<file path="src/source/led_color_pkg.sv">
// ************************************************
// duty, color and palette definitions for the LED core
// duty width also sets the PWM frame length (2**DUTY_W ticks)
// palette is fixed at build time, no runtime reload
// ************************************************

`default_nettype none

package led_color_pkg;

  // duty resolution, one frame = 256 ticks
  localparam int DUTY_W = 8;

  typedef logic [DUTY_W-1:0] duty_t;

  // one color as three duties
  typedef struct packed {
    duty_t red;
    duty_t green;
    duty_t blue;
  } rgb_t;

  // channel count and per-color index
  localparam int N_CHAN   = 3;
  localparam int CH_RED   = 0;
  localparam int CH_GREEN = 1;
  localparam int CH_BLUE  = 2;

  localparam int N_COLORS = 4;  // palette length

  // palette walked by the sequencer, entry 0 shown after reset
  localparam rgb_t PALETTE [N_COLORS] = '{
    '{red: 8'd64,  green: 8'd0,   blue: 8'd0},    // dim red
    '{red: 8'd0,   green: 8'd128, blue: 8'd0},    // half green
    '{red: 8'd0,   green: 8'd0,   blue: 8'd255},  // full blue
    '{red: 8'd32,  green: 8'd96,  blue: 8'd160}   // mixed
  };

endpackage

`default_nettype wire

</file>
<file path="src/source/board_pkg.sv">
// ************************************************
// board level pin facts for the RGB LED pads
// pin 0 has the stronger drive, so green sits there
// USB lines are held idle, the board never enumerates
// ************************************************

`default_nettype none

package board_pkg;

  localparam int N_PINS = 3;  // rgb_0 .. rgb_2

  // channel index -> board pin
  // ch0 red   -> pin 1
  // ch1 green -> pin 0 (needs more current)
  // ch2 blue  -> pin 2
  localparam int PIN_OF_CHAN [led_color_pkg::N_CHAN] = '{
    1,  // red
    0,  // green
    2   // blue
  };

  // level driven onto usb_dp, usb_dn and the pull-up
  // low on all three keeps the host from seeing a device
  localparam logic USB_IDLE = 1'b0;

endpackage

`default_nettype wire

</file>
<file path="src/source/led_bus_if.sv">
// ************************************************
// shared LED timing and PWM bus, all signals on clk
// no handshake, every consumer is always ready
// one driver per signal, fixed by the modports
// ************************************************

`timescale 1ns/1ps
`default_nettype none

interface led_bus_if;
  import led_color_pkg::*;

  logic  tick;              // one-cycle enable per prescale period
  duty_t frame_cnt;         // shared frame position
  logic  frame_start;       // tick with frame_cnt at 255
  duty_t duty [N_CHAN];     // per-channel duty from sequencer
  logic  pwm  [N_CHAN];     // per-channel PWM level

  modport timer (output tick, output frame_cnt, output frame_start);

  modport seq (input frame_start, output duty);

  modport chan (input tick, input frame_cnt, input frame_start, input duty,
                output pwm);

  modport out (input pwm, input frame_start);

endinterface

`default_nettype wire

</file>
<file path="src/source/pwm_tick_gen.sv">
// ************************************************
// tick enable and shared PWM frame counter
// TICK_DIV must be at least 2, tick is one clk wide
// stays in the clk domain, no derived clock
// ************************************************

`timescale 1ns/1ps
`default_nettype none

module pwm_tick_gen #(
  parameter int TICK_DIV = 1024  // clk cycles per tick
) (
  input  logic      clk,
  input  logic      rst_n,
  led_bus_if.timer  bus
);
  import led_color_pkg::*;

  localparam int DIV_W = $clog2(TICK_DIV);

  logic [DIV_W-1:0] div_cnt;    // prescaler
  logic             tick_int;
  duty_t            frm_cnt;

  // last prescale count marks the tick
  assign tick_int = (div_cnt == DIV_W'(TICK_DIV - 1));

  always_ff @(posedge clk or negedge rst_n) begin
    if (!rst_n) begin
      div_cnt <= '0;
      frm_cnt <= '0;
    end else begin
      if (tick_int) begin
        div_cnt <= '0;
        frm_cnt <= frm_cnt + 1'b1;  // wraps 255 -> 0
      end else begin
        div_cnt <= div_cnt + 1'b1;
      end
    end
  end

  assign bus.tick        = tick_int;
  assign bus.frame_cnt   = frm_cnt;
  // next tick starts a frame at 0
  assign bus.frame_start = tick_int && (frm_cnt == '1);

endmodule

`default_nettype wire

</file>
<file path="src/source/color_sequencer.sv">
// ************************************************
// palette walker, one color per STEP_FRAMES frames
// steps only while run is high, holds color otherwise
// shows palette entry 0 after reset
// new duties reach the channels at the next frame start
// ************************************************

`timescale 1ns/1ps
`default_nettype none

module color_sequencer #(
  parameter int STEP_FRAMES = 64  // frames per color
) (
  input  logic     clk,
  input  logic     rst_n,
  input  logic     run,   // level, advance enable
  led_bus_if.seq   bus
);
  import led_color_pkg::*;

  localparam int IDX_W = $clog2(N_COLORS);
  localparam int FRM_W = $clog2(STEP_FRAMES + 1);

  logic [IDX_W-1:0] color_idx;
  logic [FRM_W-1:0] frame_q;     // frames spent on current color
  logic             last_frame;
  rgb_t             cur_color;

  assign last_frame = (frame_q == FRM_W'(STEP_FRAMES - 1));

  always_ff @(posedge clk or negedge rst_n) begin
    if (!rst_n) begin
      color_idx <= '0;
      frame_q   <= '0;
    end else if (bus.frame_start && run) begin
      if (last_frame) begin
        frame_q <= '0;
        // modulo N_COLORS, no power of two assumed
        if (color_idx == IDX_W'(N_COLORS - 1)) begin
          color_idx <= '0;
        end else begin
          color_idx <= color_idx + 1'b1;
        end
      end else begin
        frame_q <= frame_q + 1'b1;
      end
    end
  end

  // palette lookup, idx only moves on frame_start
  assign cur_color = PALETTE[color_idx];

  assign bus.duty[CH_RED]   = cur_color.red;
  assign bus.duty[CH_GREEN] = cur_color.green;
  assign bus.duty[CH_BLUE]  = cur_color.blue;

endmodule

`default_nettype wire

</file>
<file path="src/source/pwm_channel.sv">
// ************************************************
// single PWM channel on the shared frame counter
// duty is sampled on frame_start, constant per frame
// output is high for duty ticks out of 256
// ************************************************

`timescale 1ns/1ps
`default_nettype none

module pwm_channel #(
  parameter int CHAN = 0  // which duty / pwm slot
) (
  input  logic     clk,
  input  logic     rst_n,
  led_bus_if.chan  bus
);
  import led_color_pkg::*;

  duty_t duty_q;  // duty for the running frame
  logic  pwm_q;

  always_ff @(posedge clk or negedge rst_n) begin
    if (!rst_n) begin
      duty_q <= '0;
      pwm_q  <= 1'b0;
    end else begin
      if (bus.frame_start) duty_q <= bus.duty[CHAN];
      // compare on tick only, holds between ticks
      if (bus.tick) pwm_q <= (bus.frame_cnt < duty_q);
    end
  end

  assign bus.pwm[CHAN] = pwm_q;

endmodule

`default_nettype wire

</file>
<file path="src/source/led_output_stage.sv">
// ************************************************
// LED pin stage, registered one cycle after pwm
// pins stay off until the first frame_start after reset
// blank forces all pins off on the next clk edge
// LED_ACTIVE_LOW inverts every pin, off level included
// ************************************************

`timescale 1ns/1ps
`default_nettype none

module led_output_stage #(
  parameter bit LED_ACTIVE_LOW = 1'b0
) (
  input  logic    clk,
  input  logic    rst_n,
  input  logic    blank,   // force all off
  led_bus_if.out  bus,
  output logic    rgb_0,
  output logic    rgb_1,
  output logic    rgb_2
);
  import led_color_pkg::*;
  import board_pkg::*;

  localparam logic [N_PINS-1:0] OFF_LVL = {N_PINS{LED_ACTIVE_LOW}};

  logic              armed;    // first frame seen
  logic [N_PINS-1:0] pin_lvl;  // active-high, pin order
  logic [N_PINS-1:0] pin_q;

  always_ff @(posedge clk or negedge rst_n) begin
    if (!rst_n) armed <= 1'b0;
    else if (bus.frame_start) armed <= 1'b1;
  end

  // gate and route channels to pins
  always_comb begin
    pin_lvl = '0;
    for (int c = 0; c < N_CHAN; c++) begin
      pin_lvl[PIN_OF_CHAN[c]] = bus.pwm[c] & armed & ~blank;
    end
  end

  always_ff @(posedge clk or negedge rst_n) begin
    if (!rst_n) pin_q <= OFF_LVL;
    else        pin_q <= pin_lvl ^ OFF_LVL;  // polarity
  end

  assign rgb_0 = pin_q[0];
  assign rgb_1 = pin_q[1];
  assign rgb_2 = pin_q[2];

endmodule

`default_nettype wire

</file>
<file path="src/source/rgb_blink_top.sv">
// ************************************************
// portable RGB blink core, raw PWM on rgb_0..rgb_2
// no LED current driver or global buffer inside
// single clock clk, pacing done with an enable
// USB pins tied low so no host ever sees a device
// ************************************************

`timescale 1ns/1ps
`default_nettype none

module rgb_blink_top #(
  parameter int TICK_DIV       = 1024,  // clk per tick, >= 2
  parameter int STEP_FRAMES    = 64,    // frames per color
  parameter bit LED_ACTIVE_LOW = 1'b0
) (
  input  logic clk,
  input  logic rst_n,
  input  logic run,        // palette advance enable
  input  logic blank,      // all LEDs off

  output logic rgb_0,      // LED pin 0, green
  output logic rgb_1,      // LED pin 1, red
  output logic rgb_2,      // LED pin 2, blue

  output logic usb_dp,     // USB D+
  output logic usb_dn,     // USB D-
  output logic usb_dp_pu   // USB D+ pull-up
);
  import led_color_pkg::*;
  import board_pkg::*;

  led_bus_if bus ();

  // tick and frame timing
  pwm_tick_gen #(
    .TICK_DIV(TICK_DIV)
  ) u_tick (
    .clk  (clk),
    .rst_n(rst_n),
    .bus  (bus.timer)
  );

  color_sequencer #(
    .STEP_FRAMES(STEP_FRAMES)
  ) u_seq (
    .clk  (clk),
    .rst_n(rst_n),
    .run  (run),
    .bus  (bus.seq)
  );

  // one channel per color
  for (genvar c = 0; c < N_CHAN; c++) begin : g_chan
    pwm_channel #(
      .CHAN(c)
    ) u_chan (
      .clk  (clk),
      .rst_n(rst_n),
      .bus  (bus.chan)
    );
  end

  led_output_stage #(
    .LED_ACTIVE_LOW(LED_ACTIVE_LOW)
  ) u_out (
    .clk  (clk),
    .rst_n(rst_n),
    .blank(blank),
    .bus  (bus.out),
    .rgb_0(rgb_0),
    .rgb_1(rgb_1),
    .rgb_2(rgb_2)
  );

  // keep the host from trying to enumerate us, there is no USB stack
  assign usb_dp    = USB_IDLE;
  assign usb_dn    = USB_IDLE;
  assign usb_dp_pu = USB_IDLE;

endmodule

`default_nettype wire

</file>
<file path="config.mk">
export PLATFORM = sky130hd
export DESIGN_NAME = rgb_blink_top
export DESIGN_NICKNAME = d
export VERILOG_FILES = /design/src/source/led_color_pkg.sv /design/src/source/board_pkg.sv /design/src/source/led_bus_if.sv /design/src/source/pwm_tick_gen.sv /design/src/source/color_sequencer.sv /design/src/source/pwm_channel.sv /design/src/source/led_output_stage.sv /design/src/source/rgb_blink_top.sv
export SDC_FILE = /design/constraint.sdc
export NUM_CORES = 1
export LEC_CHECK = 0
export ABC_AREA = 1
export BUFFER_PORTS_ARGS = -buffer_cell sky130_fd_sc_hd__buf_4
export CORE_UTILIZATION = 30
export CTS_CLUSTER_DIAMETER = 80
export DETAILED_ROUTE_END_ITERATION = 16
export SLEW_MARGIN = 25
export SYNTH_ARGS = -nofsm -noshare
export SYNTH_HDL_FRONTEND = slang
export SYNTH_SLANG_ARGS = --single-unit
export TNS_END_PERCENT = 100
</file>
<file path="constraint.sdc">
create_clock -name clk -period 1.6 [get_ports clk]
set_clock_uncertainty 0.15 [all_clocks]
set_input_delay 0.32 -clock clk [delete_from_list [all_inputs] [get_ports clk]]
set_output_delay 0.32 -clock clk [all_outputs]
set_load 0.05 [all_outputs]
</file>
### Yosys cells after proc, flatten, opt, wreduce, memory -nomap -nowiden

Cells that the tools add are included.

| word-level totals | value |
|---|---|
| register bits | 58 |
| word-level logic and storage cells | 41 |

| cells by class | value |
|---|---|
| add/subtract/negate cells | 4 |
| magnitude comparators | 4 |
| eq/ne operators | 4 |
| muxes and demuxes | 6 |
| bitwise operators | 8 |
| reductions and logical operators | 3 |

Operators by type and width:

| cell | count |
|---|---|
| binary-select mux 24 bit (select 2 bit) | 1 |
| two-way mux 24 bit | 2 |
| < comparator 8 bit | 3 |
| adder 10 x 1 -> 10 bit, second input constant | 1 |
| equality test 10 bit, second input constant | 1 |
| two-way mux 10 bit | 1 |
| adder 8 x 1 -> 8 bit, second input constant | 1 |
| equality test 8 bit, second input constant | 1 |
| adder 7 x 1 -> 7 bit, second input constant | 1 |
| equality test 7 x 6 -> 1 bit, second input constant | 1 |
| two-way mux 7 bit | 1 |
| bitwise AND 1 bit | 6 |
| greater-or-equal comparator 3 bit, second input constant | 1 |
| NOT 2 -> 3 bit | 1 |
| adder 2 x 1 -> 2 bit, second input constant | 1 |
| equality test 2 bit, second input constant | 1 |
| logical AND 1 bit | 2 |
| two-way mux 2 bit | 1 |
| AND reduction 2 bit | 1 |
| NOT 1 bit | 1 |

### Depth between registers and ports, before layout

| logic depth | value |
|---|---|
| word-level depth | 4 |
| mapped depth | 9 |
| gate-level depth less buffers | 9 |

### Least setup slack after synthesis

Ideal clock, no wire load.

| timing | value |
|---|---|
| path type | register to register |
| start | register u_tick.div_cnt[0] |
| end | register u_tick.div_cnt[0] |
| setup time | 0.063 ns |
| data arrival time | 1.351 ns |
| data required time | 1.387 ns |
| slack | 0.036 ns |
| cell stages (with the launch flop) | 8 |
| buffers on the path | 0 |
| clock period less this slack | 1.564 ns |
| cells stage by stage | dfrtp_1 > ha_1 > nand2_1 > nor2_2 > nand3_4 > clkinv_1 > or2_2 > inv_1 |

| on the way | value |
|---|---|
| cells in the longest elaborated chain, start to end | 2 |
| elaborated cells between the ends (all ways) | 3 |
| classes of those cells | 1 x add/sub; 1 x eq/ne; 1 x mux |

Ends and longest elaborated chain:

| item | RTL line | source |
|---|---|---|
| start: declaration | pwm_tick_gen.sv:21 | `logic [DIV_W-1:0] div_cnt;` |
| start signal: assignment | pwm_tick_gen.sv:37 | `div_cnt <= div_cnt + 1'b1;` |
| adder 10 x 1 -> 10 bit / equality test 10 bit (equally long branches) | pwm_tick_gen.sv:37, pwm_tick_gen.sv:26 |  |
| two-way mux 10 bit * | pwm_tick_gen.sv:33 | `if (tick_int) begin` |

Mark *: on every way between the ends. The rest lies on a longest branch, timed or not.
A chain may end at the register's enable or synchronous reset.

### Worst setup path after layout

| timing | value |
|---|---|
| start | register u_tick.div_cnt[0] |
| end | register u_seq.frame_q[0] |

| on the way | value |
|---|---|
| cells in the longest elaborated chain, start to end | 3 |

Ends and longest elaborated chain:

| item | RTL line | source |
|---|---|---|
| equality test 10 bit | pwm_tick_gen.sv:26 | `assign tick_int = (div_cnt == DIV_W'(TICK_DIV - 1));` |
| logical AND 1 bit | pwm_tick_gen.sv:45 | `assign bus.frame_start = tick_int && (frm_cnt == '1);` |
| logical AND 1 bit | color_sequencer.sv:35 | `end else if (bus.frame_start && run) begin` |
| end signal: assignment | color_sequencer.sv:45 | `frame_q <= frame_q + 1'b1;` |
| end: declaration | color_sequencer.sv:25 | `logic [FRM_W-1:0] frame_q;` |

No other way between the ends.

==> out/metrics.csv <==
stage;metric;value;unit
flow_run;maxCapViolCount;0;
critical_path;r2r_setup_slack;0.03;ns
power;power.density;703;nW/µm²
min_path;min_path_type;in2reg;
critical_path;rr_startpoint;u_tick.div_cnt[0]$_DFF_PN0_;
detailed_routing;avgRoutedWirePerCell;10.5;µm
critical_path;critPathSlowestCell;dfrtp_1;
power;max-vdd-ir-drop;0.363;mV
min_path;holdCritStartpoint;blank;
layout;antenna_cells;0;
layout;nFillCells;651;
floorplan;ios;10;
layout;drive_gt1_frac;0.181;
floorplan;rows;29;
timing;min_period;1.57;ns
timing;tns;0;ns
place;hpwl;2660;µm
floorplan;design.core.area;6490;µm²
synthesis;yosys-top-cells-area;dfrtp_1 47%, nand2_1 13%, ha_1 10%;
clock_tree;clockBufferDepth;2;
layout;final_area;2500;µm²
detailed_routing;ant_nets;0;
critical_path;cp_slowest_stage_delay;0.36;ns
detailed_routing;avgViaCountPerCell;4.43;
synthesis;syn_inst;243;
synthesis;yosysWarnings;0;
global_route;grt_usage;0.118;
power;p_leak;0.00130;µW
detailed_routing;vias;1568;
place;dpl-instance-area;2330;µm²
timing;rsz0062_at_grt;yes;
clock_tree;root_buffer;clkbuf_8;
critical_path;crit_family;simple AND/OR/NAND/NOR gates;
critical_path;crit_path_max_fanout;9;
synthesis;synth.distinct_cells;24;
floorplan;start_util;0.319;
clock_tree;clk_pin_slew;0.07;ns
min_path;min_to;u_out.pin_q[2]$_DFF_PN0_;
critical_path;path_common_cell;nor2_4;
power;power;1760;µW
timing;fmax;0.637;GHz
layout;final_net_count;297;
synthesis;ys_seq_area_frac;0.471;
synthesis;synth_largest_area_cell;dfrtp_1;
critical_path;worstPathRequired;1.62;ns
place;place_congestion;0.816;
critical_path;arrival;1.59;ns
synthesis;yosysTopAreaCellShare;0.471;
floorplan;dieArea;7250;µm²
global_route;antenna_found_initial;0;
floorplan;die_w;85.1;µm
place;dp_cells;342;
global_route;grt_pass1_vias;1534;
floorplan;die_height;85.1;µm
detailed_routing;drt-total-wl;3730;µm
detailed_routing;drc;0;
synthesis;synth.avg_cell_area;8.53;µm²
clock_tree;clk_latency;0.29;ns
min_path;worstHoldPathCells;2;
critical_path;cp.buffers_inverters;0;
critical_path;crit_chain;ha_2, nand2_2, nor2_4, nand3_4, nor2_4, nand2_4, nand2_1, o21ai_0;
clock_tree;tritoncts;built;
timing;period_share;0.981;
timing;hold_viol;0;
synthesis;netlist_area;2070;µm²
timing;drv_slew;0;
critical_path;rr_worst_depth;8;
critical_path;r2r_end;u_seq.frame_q[0]$_DFFE_PN0P_;
global_route;grt_max_degree;40;
clock_tree;cts_inserted_buffers;5;
critical_path;end_kind;flop;
clock_tree;htreeDepth;2;
critical_path;worstSetupStartpointType;flop;
detailed_routing;dr.pass1.iters;4;
detailed_routing;drt_iter0_drc;48;
layout;syn2layout_area_growth;20.6;%
synthesis;synth-seq-cells;39;
clock_tree;clock-sinks;39;
global_route;grt_pass1_wl;6690;µm
global_route;grt_overflow_total;0;
timing;finalSetupViolCount;0;
layout;layout.cells.non_filler;354;
critical_path;startpoint;u_tick.div_cnt[0]$_DFF_PN0_;
timing;timing.hold.ws;0.0400;ns
place;port_buffers;6;
critical_path;worstSetupPathType;reg2reg;
run_status;status;complete, no violations;
## worst max path at each step
stage,endpoint,slack [ns],depth (start not counted)
6_report,u_seq.frame_q[0]$_DFFE_PN0P_,0.03,8
3_5_place_dp,u_tick.div_cnt[0]$_DFF_PN0_,-0.09,7
2_1_floorplan,u_tick.div_cnt[0]$_DFF_PN0_,0.04,7
5_1_grt,u_seq.frame_q[2]$_DFFE_PN0P_,-0.09,8
4_1_cts,u_tick.div_cnt[0]$_DFF_PN0_,-0.008,7
3_3_place_gp,u_tick.div_cnt[0]$_DFF_PN0_,-0.10,7
## layout make-up
class / instances / area [µm²] / share of cell area
inverters: 33 / 125 / 0.0501
well taps: 77 / 96.3 / 0.0385
clock buffers: 8 / 100 / 0.0400
repair buffers: 29 / 228 / 0.0911
flip-flops and latches: 39 / 976 / 0.390
multi-input cells: 168 / 975 / 0.390
## logic make-up after synthesis
logic type	synth area share
AOI/OAI and AO/OA	0.0567
xor gates and xnor gates	0.0549
adders and majority gates	0.103
and+or+nand+nor	0.235
DFF	0.471
buffers and inverters	0.0785
other	0.00181
## state kept, by name, indices dropped and copies added (netlist names)
| name | cells |
|---|---|
| u_seq.color_idx | 2 |
| u_seq.frame_q | 7 |
| u_tick.div_cnt | 10 |
| g_chan.u_chan.pwm_q | 3 |
| u_out.pin_q | 3 |
| g_chan.u_chan.duty_q | 5 |
| u_out.armed | 1 |
| u_tick.bus.frame_cnt | 8 |
## cells in the mapped netlist
library cell	n
buf_2	1
or2_2	1
clkinv_1	1
nand2_4	1
inv_1	32
conb_1	1
nor2_2	2
a21oi_1	7
nand3_1	11
dfrtp_1	39
o21ai_0	15
xor2_1	7
a211oi_1	1
nand3_4	1
nor2_4	1
nand3b_1	1
nor2_1	16
ha_1	17
buf_4	3
nor3_1	4
nand2_1	71
nand4_1	3
buf_6	1
xnor2_1	6
## cell usage in the layout, fill, tap and decap left out, types with 2 or more instances in the layout
cell,n
nand2_2,2
clkbuf_8,7
nor3_1,3
buf_4,26
xnor2_1,6
nand4_1,3
nor2_2,4
xor2_1,7
ha_1,16
conb_1,3
a21oi_1,7
buf_6,2
nor2_1,12
nor2_4,3
nand2_1,69
o21ai_0,13
nand3_1,11
o21ai_1,2
dfrtp_1,39
inv_1,32
## layer usage
layer | vias to the layer above | global-route usage | share of wire
li1 | 823 | - | -
met2 | 21 | 0.185 | 0.46
met1 | 716 | 0.156 | 0.50
met5 | - | 0 | 0
met4 | 0 | 0.0462 | 0.016
met3 | 8 | 0.0292 | 0.028
## repair_timing
action                     4_1_cts  5_1_grt
setup buffers                    1        2
hold buffers                     1        0
hold endpoints to repair        39        0
resized for setup                2       13
setup endpoints to repair       14       26
pin swaps                        1        3
## stage by stage
stage	util	setup WS [ns]
after global routing	0.385	-0.0943
after detailed placement	0.358	-0.0881
after CTS	0.377	-0.00777
after global placement	0.358	-0.101
after floorplan	-	0.0358
final	0.385	0.0310
## power breakdown
group	internal, µW	switching [µW]	total (µW)
registers	985	0	985
logic	6.69	37.4	44.1
clock network	393	334	728
total	1390	372	1760
Power figures use the tool's default switching activity.
